<file path="config.mk">
export PLATFORM = sky130hd
export DESIGN_NAME = i2s_mic_receiver
export DESIGN_NICKNAME = d
export VERILOG_FILES = /design/src/common/board_pkg.sv /design/src/mic/i2s_mic_receiver.sv
export VERILOG_INCLUDE_DIRS = /design/src /design/src/common
export SDC_FILE = /design/constraint.sdc
export NUM_CORES = 1
export LEC_CHECK = 0
export ABC_AREA = 1
export BUFFER_PORTS_ARGS = -buffer_cell sky130_fd_sc_hd__buf_2
export CORE_MARGIN = 1
export CORE_UTILIZATION = 30
export DETAILED_ROUTE_END_ITERATION = 7
export MAX_ROUTING_LAYER = met4
export PLACE_DENSITY = 0.5
export SKIP_LAST_GASP = 1
export SYNTH_ARGS = -nofsm -noshare
export SYNTH_HDL_FRONTEND = slang
export SYNTH_SLANG_ARGS = --single-unit
export TNS_END_PERCENT = 10
</file>
<file path="constraint.sdc">
create_clock -name clk -period 3.77 [get_ports clk]
set_input_delay 0 -clock clk [delete_from_list [all_inputs] [get_ports clk]]
set_output_delay 0 -clock clk [all_outputs]
set_load 0.02 [all_outputs]
</file>
<file path="src/common/board_macros.svh">
`ifndef BOARD_MACROS_SVH
`define BOARD_MACROS_SVH

//------------------------------------------------------------
// Board wiring

`define W_KEY      2     // Onboard push buttons, active low

//------------------------------------------------------------
// INMP441 I2S timing

`define SCK_DIV    4     // clk cycles per sck half period
`define WS_BITS    32    // sck periods per ws half

//------------------------------------------------------------
// TM1638 serial link

`define TM_DIV     4     // clk cycles per sio_clk half period
`define TM_GAP     64    // Idle clk cycles between frames

//------------------------------------------------------------
// Level meter scaling

`define BAR_SHIFT  20    // Magnitude to bar count

`endif

</file>
<file path="src/common/board_pkg.sv">
`default_nettype none

package board_pkg;

    //------------------------------------------------------------
    // Data widths

    typedef logic signed [23:0] sample_t;   // INMP441 word, two's complement
    typedef logic        [ 7:0] seg_t;      // abcdefgh, bit 7 is segment a
    typedef logic        [ 7:0] led_t;      // One bit per LED
    typedef logic        [ 7:0] key_t;      // One bit per key, 1 = pressed

    //------------------------------------------------------------
    // TM1638 frame sequencer

    typedef enum logic [2:0]
    {
        idle,                               // Only right after reset
        cmd_write,                          // 0x40, auto increment write
        addr,                               // 0xC0, start at display reg 0
        data,                               // 16 display bytes
        cmd_read,                           // 0x42, key scan read
        read_keys,                          // 4 key bytes from the module
        gap                                 // Quiet time before next frame
    } tm_state_t;

endpackage

`default_nettype wire

</file>
<file path="src/mic/i2s_mic_receiver.sv">
`default_nettype none
`timescale 1ns/100ps

`include "board_macros.svh"

module i2s_mic_receiver
(
    input  wire                  clk,
    input  wire                  arst_n,
    output logic                 sck,
    output logic                 ws,
    input  wire                  sd,
    output board_pkg::sample_t   value,
    output logic                 value_valid
);

    localparam int DIV_W  = $clog2(`SCK_DIV);
    localparam int BIT_W  = $clog2(`WS_BITS) + 1;           // Counts both ws halves
    localparam int N_DATA = $bits(board_pkg::sample_t);

    logic [DIV_W-1:0]    div_cnt;
    logic [BIT_W-1:0]    bit_cnt;                           // sck period within the ws frame
    logic                sck_edge;
    logic                ws_q;
    logic                capture;
    board_pkg::sample_t  shift_q;

    assign sck_edge = div_cnt == DIV_W'(`SCK_DIV - 1);     // sck toggles here
    assign ws       = bit_cnt[BIT_W-1];                     // Low half = left channel

    // Rising sck, left half, bit 0 is the I2S delay slot
    assign capture  = sck_edge && !sck && !ws
                      && bit_cnt >= BIT_W'(1) && bit_cnt <= BIT_W'(N_DATA);

    //------------------------------------------------------------
    // Clock generation and word detect

    always_ff @(posedge clk or negedge arst_n)
    begin
        if (!arst_n)
        begin
            div_cnt     <= '0;
            sck         <= 1'b0;
            bit_cnt     <= '0;
            ws_q        <= 1'b0;
            value_valid <= 1'b0;
        end
        else
        begin
            div_cnt <= sck_edge ? '0 : div_cnt + 1'b1;
            if (sck_edge)
            begin
                sck <= ~sck;
                if (sck)
                    bit_cnt <= bit_cnt + 1'b1;              // Next period on falling sck
            end
            ws_q        <= ws;
            value_valid <= ws && !ws_q;                     // Left word complete
        end
    end

    // Sample data path
    always_ff @(posedge clk)
    begin
        if (capture)
            shift_q <= {shift_q[N_DATA-2:0], sd};           // MSB first
        if (ws && !ws_q)
            value <= shift_q;
    end

    // One word per ws frame, so the strobe is a single cycle
    a_valid_pulse : assert property (
        @(posedge clk) disable iff (!arst_n) value_valid |=> !value_valid
    );

endmodule

`default_nettype wire

</file>
==> impl_results.md <==
* YS warnings at 0
* Clock Pin Slew Worst Setup and Hold Paths at 0.06 ns
* Starting density of the core at 0.311
* Synth Net Count at approximately 120
* First-pass GRT wire length at 4520 um
* Lkg Pwr at 0.000927 uW
* Final max-slew violation count at 0
* Port Buf Inserts at 29
* Post-CTS Resized at 0
* Synth area leaders: edfxtp_1 73%, dfrtp_1 14%, ha_1 3.2%, nand2_1 2.7%, nor2_1 2.3%
* Max clock buf depth at 2
* Drt total wl at 2650 um
* Synth-to-layout area growth at 22.4%
* Number of global-route vias before repair at 920
* Routed Antenna Nets at 0
* Nets at 159
* Data arrival time of the critical path at 2.06 ns
* Worst reg2reg setup slack at 1.64 ns
* Fmax at 470 MHz
* GPL Wtd Cong at 0.851
* # rows at 29
* Via density at 4.11
* Minimum clock period after layout at 2.13 ns
* Synth area leader: edfxtp_1
* Layout cell share with drive strength beyond 1 at 0.288
* Clock Sinks at between 50 and 60
* Critical path data required time at between 3 and 4 ns
* Slowest CP cell: nor2_2
* Max_slew headroom at 0.233
* ANT cells at 0
* Mean Syn Cell Area at roughly 18 um2
* WL/cell at between 10 and 15 um
* Final setup viols at 0
* Power Dens Cells at 500 nW/um2
* Pre-Repair DR Iteration Count at 4
* Dpl hpwl at 1750 um
* GR peak layer: met2
* Top delay family on crit path: simple AND/OR/NAND/NOR gates
* Sequential fraction of the synthesis area at 0.868
* Ports at 30
* Crit share post-route at 0.564
* Mapped Cells at 109
* Drt drc at 0
* Hold-fix buffers at CTS at 2
* Library cells used by synthesis at 14
* Root buf cell: clkbuf_8
* GR Util All Layers at 0.0920
* Die height at 83.2 um
* CP bufs+invs at 1
* Pin count of the biggest net entering global routing at 26
* Crit path largest cell delay at 0.85 ns
* Initial DRC Count at 57
* Yosys top cell area share at 0.729
* Worst Path Max Fanout at 24
* Die area at 6920 um2
* Cts bufs inserted at 9
* Worst skew pair latency at 0.32 ns
* Met1 usage at 0.111
* # Post-CTS Setup Buffers at 0
* Unrepaired setup endpoints after global routing: false
* Worst Tran Pin Value at around 1.1 ns
* Crit start category: flop
* Met2 GRT Util at 0.118
* Setup Skew at 0.00566 ns
* Peak VDD IR at 0.188 mV
* Htree depth at 3
* Setup TNS at 0 ns
* Seq cells post-synth at 59
* Initial antenna violation count at 0
* Max-cap violations at 0
* CTS tree: yes
* Synthesized cell area at 1980 um2
* Cells after DPL at approximately 220
* Vias at 957
* Crit. End Element: flop
* Grt met3 use at 0.0517
* Status: completed
* CORE AREA at 6350 um2
* Die Span X at 83.2 um
* HP Class: input pin to async pin
* Final std cells w/o fill at about 230
* Total gr overflow at 0
* Crit Path Category: flop to flop
* Critical Path, Cell by Cell: inv_1, ha_1, nand2_1, nand3_1, nand2_1, nor2_2
* Final count of hold timing violations at 0
* Crit path top cell by count: nand2_1
## worst reg2reg max path, cell delays in order, from the launching register on
cell and delay, ns:
dfrtp_1 0.42, inv_1 0.13, ha_1 0.16, nand2_1 0.05
nand3_1 0.06, nand2_1 0.06, nor2_2 0.85
## cell usage after synthesis, drive strengths merged
library cell / count
nand3b: 1
nor2: 13
o21ai: 1
nor3: 2
ha: 5
inv: 7
nand2: 16
edfxtp: 48
dfrtp: 11
xor2: 2
nand3: 3
## report_power, final
| group | total (uW) | leakage [uW] | internal, uW | switching [uW] |
|---|---|---|---|---|
| Clock | 509 | 0.0000871 | 299 | 210 |
| Combinational | 4.79 | 0.000269 | 2.08 | 2.70 |
| Sequential | 696 | 0.000570 | 696 | 0 |
| Total | 1210 | 0.000927 | 998 | 213 |
## flip-flops by register name, indices dropped and copies added, names as in the netlist
register,flops
value,24
div_cnt,2
shift_q,24
value_valid,1
bit_cnt,6
sck,1
ws_q,1
## per-layer routing
| metal | share of wire | vias up |
|---|---|---|
| li1 | - | 466 |
| met1 | 0.48 | 454 |
| met2 | 0.42 | 29 |
| met3 | 0.076 | 8 |
| met4 | 0.020 | 0 |
| met5 | 0 | - |
## path summary, 6_finish.rpt
kind / from / to / cells past startpoint
min reg2reg: shift_q[23] / value[23] / 0
min: arst_n / bit_cnt[1] / 2
max reg2reg: bit_cnt[0] / shift_q[11] / 6
max in group asynchronous: arst_n / value_valid / 2
min in group clk: sd / shift_q[0] / 2
max: bit_cnt[0] / shift_q[11] / 6
## cell type report
cell class	count	area [um2]
fill	585	3930
sequential	59	1720
multi-input combinational	43	239
timing repair buffer	31	165
clock buffer	12	135
tap	77	96.3
clock inverter	4	41.3
inverter	7	26.3
## cells in the final DEF (no fill, tap or decap), types with 5 or more instances in the layout
| cell | netlist | layout |
|---|---|---|
| buf_2 | 0 | 29 |
| clkbuf_8 | 0 | 9 |
| dfrtp_1 | 11 | 11 |
| edfxtp_1 | 48 | 48 |
| ha_1 | 5 | 5 |
| inv_1 | 6 | 6 |
| nand2_1 | 14 | 14 |
| nor2_1 | 12 | 10 |
## kinds of logic after synthesis
| kind of cell | Yosys count | synth area share |
|---|---|---|
| AND/OR/NAND/NOR | 35 | 0.0753 |
| AO/OA/AOI/OAI | 1 | 0.00253 |
| buffers and inverters | 7 | 0.0133 |
| XOR/XNOR | 2 | 0.00886 |
| adder cells (fa/ha/maj) | 5 | 0.0316 |
| flip-flops | 59 | 0.868 |
## metrics by stage
| step | hold slack (ns) | instance area [um2] | total power [uW] | util | worst slack (ns) |
|---|---|---|---|---|---|
| floorplan | -0.296 | 1980 | 710 | - | 1.53 |
| detailed placement | -0.111 | 2220 | 713 | 0.350 | 1.58 |
| global route | 0.0827 | 2420 | 1260 | 0.381 | 1.39 |
| CTS | 0.0675 | 2420 | 1230 | 0.381 | 1.58 |
| finish | 0.0819 | 2420 | 1210 | 0.381 | 1.64 |
| global placement | -0.119 | 2220 | 713 | 0.350 | 1.68 |
Note: power is estimated with default switching activity, not from simulation.
