<file path="config.mk">
export PLATFORM = sky130hd
export DESIGN_NAME = level_meter
export DESIGN_NICKNAME = d
export VERILOG_FILES = /design/src/common/board_pkg.sv /design/src/level_meter.sv
export VERILOG_INCLUDE_DIRS = /design/src /design/src/common
export SDC_FILE = /design/constraint.sdc
export NUM_CORES = 1
export LEC_CHECK = 0
export ABC_AREA = 0
export BUFFER_PORTS_ARGS = -buffer_cell sky130_fd_sc_hd__buf_2
export CORE_UTILIZATION = 50
export DETAILED_ROUTE_END_ITERATION = 8
export PLACE_DENSITY_LB_ADDON = 0.3
export SLEW_MARGIN = 20
export SYNTH_ARGS = -nofsm -noshare
export SYNTH_HDL_FRONTEND = slang
export SYNTH_SLANG_ARGS = --single-unit
</file>
<file path="constraint.sdc">
create_clock -name clk -period 4 [get_ports clk]
set_input_delay 0.2 -clock clk [delete_from_list [all_inputs] [get_ports clk]]
set_output_delay 0.2 -clock clk [all_outputs]
set_load 0.02 [all_outputs]
</file>
<file path="src/common/board_macros.svh">
`ifndef BOARD_MACROS_SVH
`define BOARD_MACROS_SVH

//------------------------------------------------------------
// Board wiring

`define W_KEY      2     // Onboard push buttons, active low

//------------------------------------------------------------
// INMP441 I2S timing

`define SCK_DIV    4     // clk cycles per sck half period
`define WS_BITS    32    // sck periods per ws half

//------------------------------------------------------------
// TM1638 serial link

`define TM_DIV     4     // clk cycles per sio_clk half period
`define TM_GAP     64    // Idle clk cycles between frames

//------------------------------------------------------------
// Level meter scaling

`define BAR_SHIFT  20    // Magnitude to bar count

`endif

</file>
<file path="src/common/board_pkg.sv">
`default_nettype none

package board_pkg;

    //------------------------------------------------------------
    // Data widths

    typedef logic signed [23:0] sample_t;   // INMP441 word, two's complement
    typedef logic        [ 7:0] seg_t;      // abcdefgh, bit 7 is segment a
    typedef logic        [ 7:0] led_t;      // One bit per LED
    typedef logic        [ 7:0] key_t;      // One bit per key, 1 = pressed

    //------------------------------------------------------------
    // TM1638 frame sequencer

    typedef enum logic [2:0]
    {
        idle,                               // Only right after reset
        cmd_write,                          // 0x40, auto increment write
        addr,                               // 0xC0, start at display reg 0
        data,                               // 16 display bytes
        cmd_read,                           // 0x42, key scan read
        read_keys,                          // 4 key bytes from the module
        gap                                 // Quiet time before next frame
    } tm_state_t;

endpackage

`default_nettype wire

</file>
<file path="src/level_meter.sv">
`default_nettype none
`timescale 1ns/100ps

`include "board_macros.svh"

module level_meter
(
    input  wire                      clk,
    input  wire                      arst_n,
    input  wire  board_pkg::sample_t value,
    input  wire                      value_valid,
    input  wire                      clear,
    output board_pkg::led_t          bar,
    output board_pkg::seg_t          digit0,     // Peak high nibble
    output board_pkg::seg_t          digit1      // Peak low nibble
);

    logic [23:0]     neg;
    logic [22:0]     mag;                        // |value|, saturated
    logic [22:0]     shifted;
    logic [3:0]      count;                      // Lit LEDs, 0..8
    board_pkg::led_t bar_next;
    logic [7:0]      peak;
    logic [7:0]      cand;

    // Hex digit to abcdefgh, h (dot) always off
    function automatic board_pkg::seg_t hex_to_seg(input logic [3:0] nib);
        case (nib)
            4'h0: return 8'b1111_1100;
            4'h1: return 8'b0110_0000;
            4'h2: return 8'b1101_1010;
            4'h3: return 8'b1111_0010;
            4'h4: return 8'b0110_0110;
            4'h5: return 8'b1011_0110;
            4'h6: return 8'b1011_1110;
            4'h7: return 8'b1110_0000;
            4'h8: return 8'b1111_1110;
            4'h9: return 8'b1111_0110;
            4'ha: return 8'b1110_1110;
            4'hb: return 8'b0011_1110;
            4'hc: return 8'b1001_1100;
            4'hd: return 8'b0111_1010;
            4'he: return 8'b1001_1110;
            default: return 8'b1000_1110;        // F
        endcase
    endfunction

    always_comb
    begin
        neg = -value;
        if (value == 24'h80_0000)
            mag = '1;                            // -2^23 has no positive twin
        else if (value[23])
            mag = neg[22:0];
        else
            mag = value[22:0];

        shifted = mag >> `BAR_SHIFT;
        count   = (shifted > 23'd8) ? 4'd8 : shifted[3:0];
        for (int i = 0; i < 8; i++)
            bar_next[i] = count > 4'(i);         // Thermometer fill from bit 0

        cand = mag[22:15];
    end

    always_ff @(posedge clk or negedge arst_n)
    begin
        if (!arst_n)
        begin
            bar  <= '0;
            peak <= '0;
        end
        else
        begin
            if (value_valid)
                bar <= bar_next;
            if (clear)
                peak <= '0;                      // Clear beats a new maximum
            else if (value_valid && cand > peak)
                peak <= cand;
        end
    end

    assign digit0 = hex_to_seg(peak[7:4]);
    assign digit1 = hex_to_seg(peak[3:0]);

    a_bar_thermo : assert property (
        @(posedge clk) disable iff (!arst_n) (bar & (bar + 8'd1)) == 8'd0
    );

endmodule

`default_nettype wire

</file>
==> metrics.md <==
| Metric | Value |
|---|---|
| Hold_sp | clear |
| Yosys Warn Count | 0 |
| Final period util | 79.5% |
| Clock skew | approximately 0.00017 ns |
| Cells resized by post-CTS repair | 0 |
| #FFs+latches synth | 15 |
| Endpoint type of the worst setup path | register |
| Chip height | around 60 um |
| Final ANT Viol Nets | 0 |
| Power density over the cells | just under 300 mW/mm2 |
| Share of the synthesized area in the top cell type | around 23% |
| First-pass detailed-route iteration total | 4 |
| Ys flop type | dfrtp_1 |
| Register-to-Register Path Depth | 7 |
| Most frequent cells after synthesis | ha_1, inv_1, nor2_1 |
| Post-Route Setup TNS | 0 ns |
| DR vias/cell | between 5 and 6 |
| Avg WL per Cell | approximately 12 um |
| Critical Path AT | roughly 3.4 ns |
| Ranking of synthesized cells by area | dfrtp_1, ha_1, a22o_1, a21oi_1, inv_1 |
| Hold_ws | around 0.23 ns |
| DRT Wirelength | around 3300 um |
| Lkg Pwr | 0.000855 uW |
| CP dominant cell by count | or3_4 |
| Port Buf Inserts | 48 |
| GRT Residual Overflow | 0 |
| First-pass GRT wire length | around 5700 um |
| All-Layer GR Usage | 20.6% |
| Synth cell types | 47 |
| Final setup fails | 0 |
| Achievable frequency | about 310 MHz |
| Mapped Avg Cell Area | about 8.6 um2 |
| DRC violations left | 0 |
| Root buffer cell | clkbuf_4 |
| Ant diodes | 0 |
| Initial core utilization | between 50% and 60% |
| Maxcap violations | 0 |
| Drt initial violations | 85 |
| CP cell instances | buf_2 -> or3_4 -> or3_4 -> or3_4 -> a211oi_2 -> a31oi_1 -> ha_1 -> a21oi_1 -> nor2_1 -> nor3b_1 -> a221o_1 -> nor2b_1 -> a22o_1 |
| RSZ-0062 raised after global routing | no |
| RR Startpoint | peak[7] |
| CTS buffer count | 3 |
| Post-CTS Setup Inserts | 0 |
| Final min period | about 3.2 ns |
| Hold depth | 3 |
| Via count | 1529 |
| Die area | approximately 0.0035 mm2 |
| Die width | approximately 60 um |
| Placed cell count | 270 |
| CP startpoint kind | primary input |
| Worst-Margin Slew | between 0.5 and 0.6 ns |
| Most common cell in the netlist | ha_1 |
| Area growth, synth to finish | 16.5% |
| Hpwl dp | around 2600 um |
| Register area share after synthesis | about 23% |
| Total core area | 0.00308 mm2 |
| Hold WC Path Type | in -> reg |
| Pins Over Slew Limit | 0 |
| Area of the mapped netlist | between 0.0015 and 0.002 mm2 |
| Final number of hold-violating endpoints | 0 |
| Max_slew headroom | between 60% and 70% |
| Critical Path RT | approximately 4.2 ns |
| Rows | 20 |
| Number of synthesized flops with an enable pin | 0 |
| Nets | between 200 and 300 |
| Post-synth ARST share | 100% |
| CTS tree | done |
| GPL Wtd Cong | between 0.7 and 0.8 |
| IO Count | 52 |
| Vias in the first global route | 1290 |
| Worst path max stage delay | roughly 0.45 ns |
| Share of cells above drive strength 1 | 26.8% |
| Initial antenna violation count | 0 |
| Worst-path clk slew | about 0.08 ns |
| Clock Latency Late Sink | approximately 0.28 ns |
| Critical path class | in -> reg |
| Synth Instances | 190 |
| Htree depth | 1 |
| Cts hold-fix bufs | 1 |
| Largest net degree at the start of global routing | 18 |
| Cell taking the most area after synthesis | dfrtp_1 |
| Worst-path maximum fanout | 8 |
| VDD IR max | 0.000159 V |
| Final std cells w/o fill | about 280 |
| Worst setup startpoint | value[10] |
| Clock sink count | 15 |
| Clock Tree Buf Depth | 2 |
| Slowest stage cell, crit path | nor2b_1 |
| Run status | finished, final reports clean |
-- critical path, delay by kind of cell --
| family | cells | cell delay [ns] |
|---|---|---|
| AND/OR/NAND/NOR | 6 | 1.82 |
| buffers and inverters | 1 | 0.09 |
| adder cells (fa/ha/maj) | 1 | 0.36 |
| AO/OA/AOI/OAI | 5 | 0.92 |
-- layer usage --
metal  GRT usage [%]  part of all wire (%)
met3            1.53                   3.7
met2            32.3                    45
met4            5.44                  0.76
met1            30.5                    50
met5               0                     0
-- report_power, final --
| group | total, uW | switching [uW] | internal, uW | leakage [uW] |
|---|---|---|---|---|
| logic | 284 | 165 | 119 | 0.000650 |
| registers | 195 | 28.0 | 167 | 0.000191 |
| clock network | 86.1 | 47.4 | 38.7 | 0.0000150 |
-- registers in the layout, indices dropped and copies added, names as in the netlist --
name / cells
bar: 7
peak: 8
-- area by class of cell --
type | count | area [um2]
Tap cell | 44 | 55.1
Clock buffer | 4 | 26.3
Sequential cell | 15 | 375
Multi-Input combinational cell | 147 | 1140
Timing Repair Buffer | 49 | 250
Inverter | 16 | 60.1
Fill cell | 290 | 1170
-- logic make-up (layout without fill, tap and decap cells) --
family / Yosys count / after routing / synth area share [%]
compound gates: 59 / 59 / 25.8
simple gates: 51 / 51 / 17.4
buf+inv: 30 / 69 / 7.88
fa+ha+maj: 22 / 22 / 16.8
flops: 15 / 15 / 23.0
mux: 9 / 9 / 7.27
xor+xnor: 3 / 3 / 1.61
other cells: 1 / 3 / 0.229
-- placed cells by master, fill, tap and decap left out, types with 2 or more instances in the layout --
| cell type | netlist | layout |
|---|---|---|
| ha_1 | 22 | 22 |
| nor4_1 | 4 | 4 |
| a211oi_1 | 5 | 5 |
| conb_1 | 1 | 3 |
| a21o_1 | 3 | 3 |
| a21oi_1 | 12 | 12 |
| buf_2 | 1 | 48 |
| inv_1 | 16 | 16 |
| o21ai_0 | 7 | 7 |
| nand4_1 | 2 | 2 |
| a22o_1 | 8 | 8 |
| xnor2_1 | 2 | 2 |
| mux2i_1 | 4 | 4 |
| mux2_2 | 3 | 3 |
| clkbuf_4 | 0 | 3 |
| mux4_2 | 2 | 2 |
| dfrtp_1 | 15 | 15 |
| or3_4 | 3 | 3 |
| nand3_1 | 2 | 2 |
| o21a_1 | 3 | 3 |
| nand2_1 | 5 | 5 |
| nor2_1 | 16 | 16 |
| nor3_1 | 8 | 8 |
| nor2b_1 | 5 | 5 |
| a32oi_1 | 2 | 2 |
| a31oi_1 | 6 | 6 |
-- stage by stage --
stage	power [uW]	instance area [um2]	utilization (%)	setup slack (ns)
after floorplan	402	1640	-	0.907
after global placement	480	1870	60.7	0.605
after detailed placement	482	1870	60.7	0.549
after CTS	569	1910	61.9	0.828
after global routing	615	1910	61.9	0.635
final	566	1910	61.9	0.820
-- worst paths after layout --
kind	end	slack (ns)
setup / recovery	peak[7]	0.82
hold / removal	peak[0]	0.23
setup reg to reg	peak[7]	1.49
hold reg to reg	bar[5]	0.50
max in group asynchronous	peak[0]	3.39
min in group asynchronous	bar[0]	0.36
Power figures use the tool's default switching activity.
