[src/common/board_macros.svh]
`ifndef BOARD_MACROS_SVH
`define BOARD_MACROS_SVH

//------------------------------------------------------------
// Board wiring

`define W_KEY      2     // Onboard push buttons, active low

//------------------------------------------------------------
// INMP441 I2S timing

`define SCK_DIV    4     // clk cycles per sck half period
`define WS_BITS    32    // sck periods per ws half

//------------------------------------------------------------
// TM1638 serial link

`define TM_DIV     4     // clk cycles per sio_clk half period
`define TM_GAP     64    // Idle clk cycles between frames

//------------------------------------------------------------
// Level meter scaling

`define BAR_SHIFT  20    // Magnitude to bar count

`endif

[src/common/board_pkg.sv]
`default_nettype none

package board_pkg;

    //------------------------------------------------------------
    // Data widths

    typedef logic signed [23:0] sample_t;   // INMP441 word, two's complement
    typedef logic        [ 7:0] seg_t;      // abcdefgh, bit 7 is segment a
    typedef logic        [ 7:0] led_t;      // One bit per LED
    typedef logic        [ 7:0] key_t;      // One bit per key, 1 = pressed

    //------------------------------------------------------------
    // TM1638 frame sequencer

    typedef enum logic [2:0]
    {
        idle,                               // Only right after reset
        cmd_write,                          // 0x40, auto increment write
        addr,                               // 0xC0, start at display reg 0
        data,                               // 16 display bytes
        cmd_read,                           // 0x42, key scan read
        read_keys,                          // 4 key bytes from the module
        gap                                 // Quiet time before next frame
    } tm_state_t;

endpackage

`default_nettype wire

[src/key_merger.sv]
`default_nettype none
`timescale 1ns/100ps

`include "board_macros.svh"

module key_merger
(
    input  wire                  clk,
    input  wire                  arst_n,
    input  wire  [`W_KEY-1:0]    key,           // Onboard buttons, active low
    input  wire  board_pkg::key_t tm_keys,      // From TM1638, already clk domain
    output logic                 any_key
);

    logic [`W_KEY-1:0] key_meta;                // First sync stage
    logic [`W_KEY-1:0] key_sync;                // 1 = pressed
    board_pkg::key_t   merged;
    logic              any_q;

    // Onboard keys land on the low bits, same as TM keys 0 and 1
    assign merged = tm_keys | board_pkg::key_t'(key_sync);

    always_ff @(posedge clk or negedge arst_n)
    begin
        if (!arst_n)
        begin
            key_meta <= '0;
            key_sync <= '0;
            any_q    <= 1'b0;
            any_key  <= 1'b0;
        end
        else
        begin
            key_meta <= ~key;                   // Invert at the pin
            key_sync <= key_meta;
            any_q    <= |merged;
            any_key  <= any_q;                  // Two clk after merge
        end
    end

endmodule

`default_nettype wire

[config.mk]
export PLATFORM = sky130hd
export DESIGN_NAME = key_merger
export DESIGN_NICKNAME = d
export VERILOG_FILES = /design/src/common/board_pkg.sv /design/src/key_merger.sv
export VERILOG_INCLUDE_DIRS = /design/src /design/src/common
export SDC_FILE = /design/constraint.sdc
export NUM_CORES = 1
export LEC_CHECK = 0
export ABC_AREA = 0
export BUFFER_PORTS_ARGS = -buffer_cell sky130_fd_sc_hd__buf_4
export CORE_AREA = 2 2 39 41
export CTS_CLUSTER_SIZE = 20
export DETAILED_ROUTE_END_ITERATION = 12
export DIE_AREA = 0 0 41 43
export SYNTH_ARGS = -nofsm -noshare
export SYNTH_HDL_FRONTEND = slang
export SYNTH_SLANG_ARGS = --single-unit
[constraint.sdc]
create_clock -name clk -period 2.43 [get_ports clk]
set_input_delay 0.243 -clock clk [delete_from_list [all_inputs] [get_ports clk]]
set_output_delay 0.243 -clock clk [all_outputs]
set_load 0.01 [all_outputs]
==> run_summary.xml, run 1 <==
<?xml version="1.0" encoding="UTF-8"?>
<metrics>
  <group name="timing">
    <metric name="maximum_clock_skew_at_final_layout" unit="ns">0.00242</metric>
    <metric name="maxClockFrequency" unit="GHz">1.03</metric>
    <metric name="worst_pin_slew" unit="ns">0.339</metric>
    <metric name="period_share" unit="%">40.0</metric>
    <metric name="report.final.setup_viol" unit="">0</metric>
    <metric name="finalMaxSlewViolations" unit="">0</metric>
    <metric name="final-hold-violation-count" unit="">0</metric>
    <metric name="finalSetupTns" unit="ns">0</metric>
    <metric name="max_slew_margin" unit="%">77.2</metric>
    <metric name="rsz_0062_raised_after_global_routing" unit="">no</metric>
    <metric name="finalWorstPathRequiredPeriod" unit="ns">0.971</metric>
  </group>
  <group name="setup_path">
    <metric name="critical_path.max_stage_delay" unit="ns">0.35</metric>
    <metric name="worst_path_dominant_cell_family" unit="">flip-flops</metric>
    <metric name="worst-path-max-fanout" unit="">1</metric>
    <metric name="end_kind" unit="">primary output</metric>
    <metric name="crit_arrival" unit="ns">0.73</metric>
    <metric name="cp.required" unit="ns">2.19</metric>
    <metric name="cp.buffers_inverters" unit="">1</metric>
    <metric name="worstPathCellList" unit="">buf_4</metric>
    <metric name="critical_path_launch_point_type" unit="">flop</metric>
    <metric name="timing.critical_path.slowest_stage_cell" unit="">sky130_fd_sc_hd__dfrtp_1</metric>
    <metric name="criticalPathCategory" unit="">flop to primary output</metric>
  </group>
  <group name="detailed_routing">
    <metric name="firstDrtPassIters" unit="">2</metric>
    <metric name="viasPerCell" unit="">3.34</metric>
    <metric name="postRouteAntennaNets" unit="">0</metric>
    <metric name="avgRoutedWirePerCell" unit="um">8.95</metric>
    <metric name="vias_post_dr" unit="">147</metric>
    <metric name="drt_drc_violations_left" unit="">0</metric>
    <metric name="drt_iter0_markers" unit="">2</metric>
    <metric name="drt_wl_total" unit="um">394</metric>
  </group>
  <group name="final_layout">
    <metric name="final_cell_area" unit="um2">322</metric>
    <metric name="drive_gt1_share" unit="%">53.6</metric>
    <metric name="areaGrowthSynthToFinish" unit="%">79.7</metric>
    <metric name="final_nets" unit="">42</metric>
    <metric name="nFillCells" unit="">146</metric>
    <metric name="antenna-diode-count" unit="">0</metric>
  </group>
  <group name="power">
    <metric name="clock_power_share" unit="%">42.2</metric>
    <metric name="switching_share" unit="%">18.7</metric>
    <metric name="p_seq_share" unit="%">49.4</metric>
    <metric name="pwr_density_cell" unit="nW/um2">659</metric>
    <metric name="power.leakage" unit="nW">0.153</metric>
    <metric name="combinationalPowerShare" unit="%">8.5</metric>
    <metric name="net-switching-power" unit="mW">0.0396</metric>
    <metric name="total_power" unit="mW">0.212</metric>
    <metric name="power_report.internal_total" unit="mW">0.172</metric>
    <metric name="worst_ir_drop_vdd" unit="mV">0.177</metric>
  </group>
  <group name="yosys">
    <metric name="netlist-cell-type-count" unit="">5</metric>
    <metric name="netlist_instances" unit="">12</metric>
    <metric name="post_synth.cell_area_avg" unit="um2">14.9</metric>
    <metric name="yosys_warnings" unit="">0</metric>
    <metric name="synth.top_cells.by_area" unit="">sky130_fd_sc_hd__dfrtp_1 (84%), sky130_fd_sc_hd__nor4_1 (7.0%), sky130_fd_sc_hd__inv_1 (4.2%), sky130_fd_sc_hd__nand3_1 (2.8%), sky130_fd_sc_hd__nor2_1 (2.1%)</metric>
    <metric name="synth_edf_count" unit="">0</metric>
    <metric name="ys_ff_latch" unit="">6</metric>
    <metric name="syn_nets" unit="">24</metric>
    <metric name="portion_of_the_post_synthesis_area_used_by_sequential_elements" unit="%">83.9</metric>
    <metric name="top_cell_type_s_share_of_synthesized_area" unit="%">83.9</metric>
    <metric name="synthTopCellsByCount" unit="">sky130_fd_sc_hd__dfrtp_1 (6), sky130_fd_sc_hd__inv_1 (2), sky130_fd_sc_hd__nor4_1 (2), sky130_fd_sc_hd__nand3_1 (1), sky130_fd_sc_hd__nor2_1 (1)</metric>
    <metric name="mappedNetlistArea" unit="um2">179</metric>
    <metric name="yosysMostFrequentCell" unit="">sky130_fd_sc_hd__dfrtp_1</metric>
    <metric name="ys_async_sr_fraction" unit="%">100</metric>
    <metric name="synth_top_flop_cell" unit="">sky130_fd_sc_hd__dfrtp_1</metric>
    <metric name="netlist.top_cell.by_area" unit="">sky130_fd_sc_hd__dfrtp_1</metric>
  </group>
  <group name="flow_run">
    <metric name="drv_cap" unit="">0</metric>
  </group>
  <group name="floorplan">
    <metric name="boundaryPins" unit="">13</metric>
    <metric name="initial_core_util" unit="%">12.9</metric>
    <metric name="floorplan_row_count" unit="">14</metric>
    <metric name="fp.dieArea" unit="um2">1760</metric>
    <metric name="die_width" unit="um">41</metric>
    <metric name="placeableCoreArea" unit="um2">1380</metric>
    <metric name="die_h" unit="um">43</metric>
  </group>
  <group name="global_route">
    <metric name="grtUsageTotal" unit="%">6.17</metric>
    <metric name="first_global_vias" unit="">175</metric>
    <metric name="antenna_violations_before_repair" unit="">0</metric>
    <metric name="grt_first_pass_wirelength" unit="um">634</metric>
    <metric name="largest_net_degree_at_the_start_of_global_routing" unit="">7</metric>
    <metric name="total_grt_overflow" unit="">0</metric>
  </group>
  <group name="clock_network">
    <metric name="clock_path_buffers" unit="">2</metric>
    <metric name="tritoncts" unit="">yes</metric>
    <metric name="clk_pin_slew_worst_paths" unit="ns">0.04</metric>
    <metric name="htree_num_levels" unit="">1</metric>
    <metric name="clock_latency_late_sink" unit="ns">0.24</metric>
    <metric name="cts.sink_count" unit="">6</metric>
    <metric name="tritoncts.num_buffers" unit="">3</metric>
    <metric name="cts_root_buf" unit="">sky130_fd_sc_hd__clkbuf_4</metric>
    <metric name="cts_setup_buffers" unit="">0</metric>
  </group>
  <group name="placed_design">
    <metric name="place.port_buffers" unit="">12</metric>
    <metric name="final_weighted_congestion_in_routability_driven_placement" unit="">0.567</metric>
    <metric name="post_place_cell_area" unit="um2">289</metric>
  </group>
  <group name="min_path">
    <metric name="hold_path.class" unit="">input port to flop</metric>
  </group>
  <group name="run_status">
    <metric name="outcome" unit="">completed</metric>
  </group>
</metrics>
sequential cells by signal (all words and copies together) (netlist names):
register  flops
any_key       1
any_q         1
key_meta      2
key_sync      2
per-layer routing:
| metal | part of all wire, % | GRT usage (%) |
|---|---|---|
| met1 | 41 | 6.25 |
| met2 | 38 | 7.50 |
| met3 | 21 | 6.28 |
| met4 | 0 | 4.00 |
| met5 | 0 | 0 |
stage by stage:
stage / hold WS (ns) / setup slack, ns / instances / utilization [%]
after floorplan: -0.0526 / 1.67 / 12 / -
after global placement: 0.0513 / 1.50 / 40 / 20.9
after detailed placement: 0.0541 / 1.49 / 40 / 20.9
after CTS: 0.132 / 1.45 / 44 / 23.2
after global routing: 0.140 / 1.42 / 44 / 23.2
final: 0.143 / 1.46 / 44 / 23.2
cells in the final DEF (no fill, tap or decap), drive strengths merged:
master	Yosys	routed
nor2	1	1
buf	0	12
inv	2	2
clkbuf	0	3
nor4	2	2
dfrtp	6	6
dlygate4sd3	0	1
nand3	1	1
power groups by stage:
| stage | logic [mW] | clock network [mW] | registers (mW) |
|---|---|---|---|
| final | 0.0179 | 0.0894 | 0.105 |
| after global routing | 0.0202 | 0.0982 | 0.105 |
| after CTS | 0.0184 | 0.0955 | 0.105 |
| after detailed placement | 0.0170 | 0 | 0.106 |
| after global placement | 0.0169 | 0 | 0.106 |
| after floorplan | 0.00151 | 0 | 0.106 |
cell type report:
type / count / area (um2) / area share [%]
Timing Repair Buffer: 13 / 100 / 31.1
Multi-Input combinational cell: 4 / 21.3 / 6.61
Sequential cell: 6 / 150 / 46.7
Tap cell: 16 / 20.0 / 6.23
Clock buffer: 3 / 22.5 / 7.00
Inverter: 2 / 7.51 / 2.33
path summary, 6_finish.rpt:
kind,slack [ns],cells after the start,start,end
hold / removal,0.14,2,key[0],key_meta[0]$_DFF_PN0_
max in group asynchronous,1.97,2,arst_n,key_meta[0]$_DFF_PN0_
setup reg to reg,1.59,2,key_sync[0]$_DFF_PN0_,any_q$_DFF_PN0_
hold reg to reg,0.35,0,key_meta[0]$_DFF_PN0_,key_sync[0]$_DFF_PN0_
min in group asynchronous,0.35,2,arst_n,any_key$_DFF_PN0_
setup / recovery,1.46,1,any_key$_DFF_PN0_,any_key
kinds of logic (layout without fill, tap and decap cells):
group | Yosys count | after routing | share of synthesized area, %
flip-flops | 6 | 6 | 83.9
AND/OR/NAND/NOR | 4 | 4 | 11.9
buffers and inverters | 2 | 18 | 4.20
what timing repair did:
item                                   in CTS  in global routing
setup endpoints to repair                   0                  0
endpoints found under the hold margin       6                  0
gates resized for setup                     0                  0
hold buffers                                1                  0
No activity file was read; power rests on OpenSTA's default activity.
==> run 2, diff against run 1 <==
- ABC_AREA: 0 -> 1
- clock period: 2.43 -> 1 ns (I/O delays scaled with it)
==> run 2 against run 1 <==
  * Worst hold slack lost 0.026 ns
  * Global-route usage rose by 0.10 points
  * Synthesized cell count rose by 42%
  * Worst setup slack worse by 1.3 ns
  * Die area is the same
  * First-iteration DRC count down 50%
  * Highest routed layer unchanged
==> run_summary.xml, run 2 <==
<?xml version="1.0" encoding="UTF-8"?>
<metrics>
  <group name="yosys">
    <metric name="yosys_warnings" unit="">0</metric>
    <metric name="ys_ff_latch" unit="">6</metric>
    <metric name="synth_edf_count" unit="">0</metric>
    <metric name="netlist.top_cell.by_area" unit="">sky130_fd_sc_hd__dfrtp_1</metric>
    <metric name="syn_nets" unit="">29</metric>
    <metric name="mappedNetlistArea" unit="um2">196</metric>
    <metric name="portion_of_the_post_synthesis_area_used_by_sequential_elements" unit="%">76.4</metric>
    <metric name="ys_async_sr_fraction" unit="%">100</metric>
    <metric name="synthTopCellsByCount" unit="">sky130_fd_sc_hd__dfrtp_1 (6), sky130_fd_sc_hd__nor2_1 (5), sky130_fd_sc_hd__inv_1 (2), sky130_fd_sc_hd__nand2_1 (2)</metric>
    <metric name="netlist_instances" unit="">17</metric>
    <metric name="post_synth.cell_area_avg" unit="um2">11.6</metric>
    <metric name="netlist-cell-type-count" unit="">6</metric>
    <metric name="synth.top_cells.by_area" unit="">sky130_fd_sc_hd__dfrtp_1 (76%), sky130_fd_sc_hd__nor2_1 (9.6%), sky130_fd_sc_hd__inv_1 (3.8%), sky130_fd_sc_hd__nand2_1 (3.8%), sky130_fd_sc_hd__and2_0 (3.2%)</metric>
    <metric name="top_cell_type_s_share_of_synthesized_area" unit="%">76.4</metric>
    <metric name="yosysMostFrequentCell" unit="">sky130_fd_sc_hd__dfrtp_1</metric>
    <metric name="synth_top_flop_cell" unit="">sky130_fd_sc_hd__dfrtp_1</metric>
  </group>
  <group name="setup_path">
    <metric name="endpoint" unit="">any_key</metric>
    <metric name="ff2ff_path_depth" unit="">3</metric>
    <metric name="cp.buffers_inverters" unit="">1</metric>
    <metric name="cp.depth" unit="">1</metric>
    <metric name="criticalPathCategory" unit="">flop to primary output</metric>
    <metric name="cp.required" unit="ns">0.90</metric>
    <metric name="r2r_slack" unit="ns">0.29</metric>
    <metric name="reg2reg_to" unit="">any_q$_DFF_PN0_</metric>
    <metric name="crit_arrival" unit="ns">0.73</metric>
    <metric name="critPathLaunch" unit="">any_key$_DFF_PN0_</metric>
    <metric name="end_kind" unit="">primary output</metric>
    <metric name="worst_path_dominant_cell_family" unit="">flip-flops</metric>
    <metric name="timing.critical_path.slowest_stage_cell" unit="">sky130_fd_sc_hd__dfrtp_1</metric>
    <metric name="critical_path_launch_point_type" unit="">flop</metric>
    <metric name="worstPathCellList" unit="">buf_4</metric>
    <metric name="worst-path-max-fanout" unit="">1</metric>
    <metric name="critical_path.max_stage_delay" unit="ns">0.35</metric>
    <metric name="critical_path.reg2reg.startpoint" unit="">key_sync[0]$_DFF_PN0_</metric>
  </group>
  <group name="timing">
    <metric name="finalMaxSlewViolations" unit="">0</metric>
    <metric name="period_share" unit="%">82.8</metric>
    <metric name="maxClockFrequency" unit="GHz">1.21</metric>
    <metric name="maximum_clock_skew_at_final_layout" unit="ns">0.00293</metric>
    <metric name="finalSetupTns" unit="ns">0</metric>
    <metric name="final-hold-violation-count" unit="">0</metric>
    <metric name="rsz_0062_raised_after_global_routing" unit="">no</metric>
    <metric name="finalWorstPathRequiredPeriod" unit="ns">0.828</metric>
    <metric name="report.final.setup_viol" unit="">0</metric>
    <metric name="hold-worst-slack" unit="ns">0.117</metric>
    <metric name="worst_pin_slew" unit="ns">0.0839</metric>
    <metric name="worst_slack" unit="ns">0.172</metric>
    <metric name="max_slew_margin" unit="%">94.4</metric>
  </group>
  <group name="placed_design">
    <metric name="place.port_buffers" unit="">12</metric>
    <metric name="place.detailed.instances" unit="">45</metric>
    <metric name="final_weighted_congestion_in_routability_driven_placement" unit="">0.604</metric>
    <metric name="detailed_place_hpwl" unit="um">270</metric>
    <metric name="pre_cts_slack" unit="ns">0.279</metric>
  </group>
  <group name="min_path">
    <metric name="hold_path.class" unit="">input port to flop</metric>
    <metric name="hold_path_startpoint" unit="">tm_keys[6]</metric>
  </group>
  <group name="clock_network">
    <metric name="cts_setup_buffers" unit="">0</metric>
    <metric name="tritoncts.num_buffers" unit="">3</metric>
    <metric name="clock_latency_late_sink" unit="ns">0.24</metric>
    <metric name="holdBufCountCts" unit="">3</metric>
    <metric name="clock_path_buffers" unit="">2</metric>
    <metric name="tritoncts" unit="">yes</metric>
    <metric name="cts_root_buf" unit="">sky130_fd_sc_hd__clkbuf_4</metric>
    <metric name="htree_num_levels" unit="">1</metric>
    <metric name="cts.sink_count" unit="">6</metric>
    <metric name="clk_pin_slew_worst_paths" unit="ns">0.05</metric>
    <metric name="post_cts_resize_count" unit="">0</metric>
  </group>
  <group name="floorplan">
    <metric name="floorplan_row_count" unit="">14</metric>
    <metric name="placeableCoreArea" unit="um2">1380</metric>
    <metric name="fp.dieArea" unit="um2">1760</metric>
    <metric name="initial_core_util" unit="%">14.2</metric>
    <metric name="die_width" unit="um">41</metric>
    <metric name="die_h" unit="um">43</metric>
    <metric name="boundaryPins" unit="">13</metric>
  </group>
  <group name="run_status">
    <metric name="outcome" unit="">completed</metric>
  </group>
  <group name="final_layout">
    <metric name="most_used_cells_in_the_layout_excluding_fill_and_tap_cells" unit="">sky130_fd_sc_hd__buf_4 (12), sky130_fd_sc_hd__dfrtp_1 (6), sky130_fd_sc_hd__nor2_1 (5)</metric>
    <metric name="areaGrowthSynthToFinish" unit="%">82.8</metric>
    <metric name="finish.cell_count_without_fillers" unit="">51</metric>
    <metric name="layout.core_utilization" unit="%">25.9</metric>
    <metric name="antenna-diode-count" unit="">0</metric>
    <metric name="layout_commonest_cell" unit="">sky130_fd_sc_hd__buf_4</metric>
    <metric name="drive_gt1_share" unit="%">42.9</metric>
    <metric name="largestRegisters" unit="">key_meta (2), key_sync (2)</metric>
    <metric name="final_nets" unit="">49</metric>
  </group>
  <group name="detailed_routing">
    <metric name="drt_iter0_markers" unit="">1</metric>
    <metric name="viasPerCell" unit="">3.22</metric>
    <metric name="firstDrtPassIters" unit="">2</metric>
    <metric name="drt_wl_total" unit="um">375</metric>
    <metric name="postRouteAntennaNets" unit="">0</metric>
    <metric name="drt_drc_violations_left" unit="">0</metric>
    <metric name="avgRoutedWirePerCell" unit="um">7.35</metric>
    <metric name="vias_post_dr" unit="">164</metric>
  </group>
  <group name="flow_run">
    <metric name="drv_cap" unit="">0</metric>
  </group>
  <group name="global_route">
    <metric name="largest_net_degree_at_the_start_of_global_routing" unit="">7</metric>
    <metric name="antenna_violations_before_repair" unit="">0</metric>
    <metric name="grtUsageTotal" unit="%">6.27</metric>
    <metric name="grt_first_pass_wirelength" unit="um">683</metric>
    <metric name="total_grt_overflow" unit="">0</metric>
    <metric name="first_global_vias" unit="">199</metric>
  </group>
  <group name="power">
    <metric name="pwr_density_cell" unit="nW/um2">1460</metric>
    <metric name="power.leakage" unit="nW">0.171</metric>
    <metric name="worst_ir_drop_vdd" unit="mV">0.605</metric>
  </group>
</metrics>
run 2: power by group:
part	internal (mW)	total [mW]	switching [mW]	leakage (nW)
logic	0.0384	0.0530	0.0146	0.0933
clock network	0.135	0.217	0.0813	0.0138
registers	0.252	0.254	0.00171	0.0641
total	0.426	0.523	0.0977	0.171
run 2: logic make-up (layout without fill, tap and decap cells):
family / count (synthesis) / after routing / synth area share (%)
buffers and inverters: 2 / 20 / 3.82
flip-flops: 6 / 6 / 76.4
AND/OR/NAND/NOR: 9 / 9 / 19.8
run 2: worst min path at each step:
stage	cells after the start	to	slack [ns]
CTS	5	any_q$_DFF_PN0_	0.11
global placement	1	key_meta[1]$_DFF_PN0_	-0.09
detailed placement	1	key_meta[1]$_DFF_PN0_	-0.09
global route	5	any_q$_DFF_PN0_	0.14
floorplan	0	any_key$_DFF_PN0_	-0.20
finish	5	any_q$_DFF_PN0_	0.12
run 2: final cells by class:
cell class / count / area [um2]
tap: 16 / 20.0
multi-input combinational: 9 / 38.8
timing repair buffer: 15 / 120
clock buffer: 3 / 22.5
inverter: 2 / 7.51
fill: 149 / 1020
sequential: 6 / 150
run 2: metrics by stage:
step,cell area (um2),total power [mW]
after floorplan,196,0.264
after global placement,307,0.301
after detailed placement,307,0.302
after CTS,359,0.538
after global routing,359,0.557
final,359,0.523
run 2: per-layer routing:
| metal | GRT usage [%] | share of wire (%) | routed length, um |
|---|---|---|---|
| met5 | 0 | 0 | 0 |
| met3 | 7.85 | 10 | 39 |
| met1 | 4.28 | 41 | 154 |
| met2 | 9.69 | 48 | 181 |
| met4 | 2.00 | 0 | 0 |
run 2: worst min-delay path: cells and delay by family:
family	cells	cell delay, ns
buf+inv	1	0.08
simple gates	4	0.14
==> run 3, diff against run 2 <==
- clock period: 1 -> 0.8 ns (I/O delays scaled with it)
==> run 3 against run 2 <==
  * Total power grew 24%
  * Largest cell class unchanged
  * First-iteration DRC count is the same
  * Worst hold slack lost 0.011 ns
  * Clock power grew 23%
  * Sequential power grew 25%
==> run_summary.xml, run 3 (synthesis results as in run 2) <==
<?xml version="1.0" encoding="UTF-8"?>
<metrics>
  <group name="run_status">
    <metric name="outcome" unit="">completed</metric>
  </group>
  <group name="clock_network">
    <metric name="tritoncts" unit="">yes</metric>
    <metric name="clock_path_buffers" unit="">2</metric>
    <metric name="tritoncts.num_buffers" unit="">3</metric>
    <metric name="cts.sink_count" unit="">6</metric>
    <metric name="htree_num_levels" unit="">1</metric>
    <metric name="clk_pin_slew_worst_paths" unit="ns">0.04</metric>
    <metric name="cts_root_buf" unit="">sky130_fd_sc_hd__clkbuf_4</metric>
    <metric name="clock_latency_late_sink" unit="ns">0.24</metric>
  </group>
  <group name="setup_path">
    <metric name="critical_path_launch_point_type" unit="">flop</metric>
    <metric name="end_kind" unit="">primary output</metric>
    <metric name="criticalPathCategory" unit="">flop to primary output</metric>
    <metric name="worst_path_dominant_cell_family" unit="">flip-flops</metric>
    <metric name="ff2ff_path_depth" unit="">3</metric>
    <metric name="worstPathCellList" unit="">buf_6</metric>
    <metric name="crit_arrival" unit="ns">0.72</metric>
    <metric name="timing.critical_path.slowest_stage_cell" unit="">sky130_fd_sc_hd__dfrtp_1</metric>
    <metric name="worst-path-max-fanout" unit="">1</metric>
    <metric name="cp.buffers_inverters" unit="">1</metric>
    <metric name="critical_path.max_stage_delay" unit="ns">0.36</metric>
    <metric name="critical_path.reg2reg.startpoint" unit="">key_sync[1]$_DFF_PN0_</metric>
    <metric name="critPathLaunch" unit="">any_key$_DFF_PN0_</metric>
    <metric name="cp.required" unit="ns">0.72</metric>
    <metric name="cp.depth" unit="">1</metric>
  </group>
  <group name="power">
    <metric name="switching_share" unit="%">18.0</metric>
    <metric name="clock_power_share" unit="%">41.0</metric>
    <metric name="power.leakage" unit="nW">0.173</metric>
    <metric name="pwr_density_cell" unit="nW/um2">1790</metric>
    <metric name="worst_ir_drop_vdd" unit="mV">0.806</metric>
    <metric name="p_seq_share" unit="%">48.9</metric>
    <metric name="combinationalPowerShare" unit="%">10.1</metric>
    <metric name="power_report.internal_total" unit="mW">0.532</metric>
    <metric name="net-switching-power" unit="mW">0.117</metric>
  </group>
  <group name="timing">
    <metric name="worst_pin_slew" unit="ns">0.0859</metric>
    <metric name="period_share" unit="%">99.7</metric>
    <metric name="finalWorstPathRequiredPeriod" unit="ns">0.798</metric>
    <metric name="maximum_clock_skew_at_final_layout" unit="ns">0.000277</metric>
    <metric name="rsz_0062_raised_after_global_routing" unit="">yes</metric>
    <metric name="maxClockFrequency" unit="GHz">1.25</metric>
    <metric name="report.final.setup_viol" unit="">0</metric>
    <metric name="final-hold-violation-count" unit="">0</metric>
    <metric name="max_slew_margin" unit="%">94.2</metric>
    <metric name="finalMaxSlewViolations" unit="">0</metric>
  </group>
  <group name="global_route">
    <metric name="first_global_vias" unit="">167</metric>
    <metric name="globalRoute.busiestLayer" unit="">met3</metric>
    <metric name="total_grt_overflow" unit="">0</metric>
    <metric name="grtUsageTotal" unit="%">6.19</metric>
    <metric name="largest_net_degree_at_the_start_of_global_routing" unit="">7</metric>
    <metric name="grt_first_pass_wirelength" unit="um">593</metric>
    <metric name="gr-usage-met3" unit="%">7.85</metric>
    <metric name="antenna_violations_before_repair" unit="">0</metric>
    <metric name="groute.layer.met1.usage" unit="%">4.65</metric>
    <metric name="global_route.usage.met2" unit="%">7.19</metric>
  </group>
  <group name="placed_design">
    <metric name="final_weighted_congestion_in_routability_driven_placement" unit="">0.601</metric>
    <metric name="place.detailed.instances" unit="">45</metric>
    <metric name="post_place_cell_area" unit="um2">307</metric>
    <metric name="place.port_buffers" unit="">12</metric>
  </group>
  <group name="final_layout">
    <metric name="layout_commonest_cell" unit="">sky130_fd_sc_hd__buf_4</metric>
    <metric name="areaGrowthSynthToFinish" unit="%">84.7</metric>
    <metric name="drive_gt1_share" unit="%">42.9</metric>
    <metric name="final_nets" unit="">49</metric>
    <metric name="antenna-diode-count" unit="">0</metric>
    <metric name="finish.cell_count_without_fillers" unit="">51</metric>
    <metric name="final_cell_area" unit="um2">363</metric>
    <metric name="largestRegisters" unit="">key_meta (2), key_sync (2)</metric>
    <metric name="layout.core_utilization" unit="%">26.2</metric>
    <metric name="most_used_cells_in_the_layout_excluding_fill_and_tap_cells" unit="">sky130_fd_sc_hd__buf_4 (11), sky130_fd_sc_hd__dfrtp_1 (6), sky130_fd_sc_hd__nor2_1 (5)</metric>
    <metric name="nFillCells" unit="">151</metric>
  </group>
  <group name="detailed_routing">
    <metric name="postRouteAntennaNets" unit="">0</metric>
    <metric name="drt_iter0_markers" unit="">1</metric>
    <metric name="drt_drc_violations_left" unit="">0</metric>
    <metric name="avgRoutedWirePerCell" unit="um">6.53</metric>
    <metric name="viasPerCell" unit="">3.04</metric>
    <metric name="firstDrtPassIters" unit="">2</metric>
    <metric name="drt_wl_total" unit="um">333</metric>
    <metric name="vias_post_dr" unit="">155</metric>
  </group>
  <group name="floorplan">
    <metric name="fp.dieArea" unit="um2">1760</metric>
    <metric name="die_h" unit="um">43</metric>
    <metric name="floorplan_row_count" unit="">14</metric>
    <metric name="die_width" unit="um">41</metric>
    <metric name="placeableCoreArea" unit="um2">1380</metric>
    <metric name="boundaryPins" unit="">13</metric>
    <metric name="initial_core_util" unit="%">14.2</metric>
  </group>
  <group name="min_path">
    <metric name="hold_path.class" unit="">input port to flop</metric>
    <metric name="hold_path_startpoint" unit="">tm_keys[6]</metric>
    <metric name="worstHoldPathCells" unit="">5</metric>
  </group>
  <group name="flow_run">
    <metric name="drv_cap" unit="">0</metric>
  </group>
</metrics>
## run 3: cell count changes in the layout (fill, tap and decap cells not counted)
| cell | previous run | this run |
|---|---|---|
| sky130_fd_sc_hd__buf_4 | 12 | 11 |
| sky130_fd_sc_hd__buf_6 | 0 | 1 |
## run 3: stage by stage
step	worst slack (ns)	power, mW	hold WS (ns)	setup TNS, ns
4_1_cts	-0.0127	0.667	0.107	-0.0127
3_3_place_gp	0.0658	0.376	-0.111	0
3_5_place_dp	0.0577	0.376	-0.111	0
2_1_floorplan	0.108	0.330	-0.216	0
5_1_grt	-0.0375	0.705	0.117	-0.0375
6_report	0.00245	0.649	0.106	0
## run 3: area by class of cell
cell class	instances	area, um2	area share (%)
Tap cell	16	20.0	5.52
Timing Repair Buffer	15	124	34.1
Inverter	2	7.51	2.07
Sequential cell	6	150	41.4
Multi-Input combinational cell	9	38.8	10.7
Clock buffer	3	22.5	6.21
## run 3: final timing paths
| path | to | slack, ns |
|---|---|---|
| setup / recovery | any_key | 0.002 |
| hold / removal | any_q$_DFF_PN0_ | 0.11 |
| setup reg to reg | any_q$_DFF_PN0_ | 0.07 |
| hold reg to reg | key_sync[1]$_DFF_PN0_ | 0.34 |
| max in group asynchronous | any_key$_DFF_PN0_ | 0.51 |
| min in group asynchronous | key_meta[0]$_DFF_PN0_ | 0.18 |
## run 3: power groups by stage
| stage | Sequential (mW) | Combinational, mW | Clock (mW) |
|---|---|---|---|
| 2_1_floorplan | 0.321 | 0.00883 | 0 |
| 3_3_place_gp | 0.322 | 0.0542 | 0 |
| 3_5_place_dp | 0.321 | 0.0548 | 0 |
| 4_1_cts | 0.317 | 0.0665 | 0.284 |
| 5_1_grt | 0.317 | 0.0731 | 0.315 |
| 6_report | 0.317 | 0.0654 | 0.266 |
## run 3: routing by layer
metal,vias to the layer above,routed length (um)
li1,86,-
met1,62,149
met2,7,148
met3,0,34
met4,0,0
met5,-,0
## run 3: worst min-delay path, delay by kind of cell
family | cells | cell delay [ns]
simple gates | 4 | 0.15
buf+inv | 1 | 0.08
## run 3: what timing repair did
| item | in CTS | in global routing |
|---|---|---|
| buffers inserted | 0 | 0 |
| gates resized for setup | 1 | 0 |
| hold buffers | 3 | 0 |
| endpoints found under the setup margin | 1 | 1 |
| hold endpoints to repair | 8 | 0 |
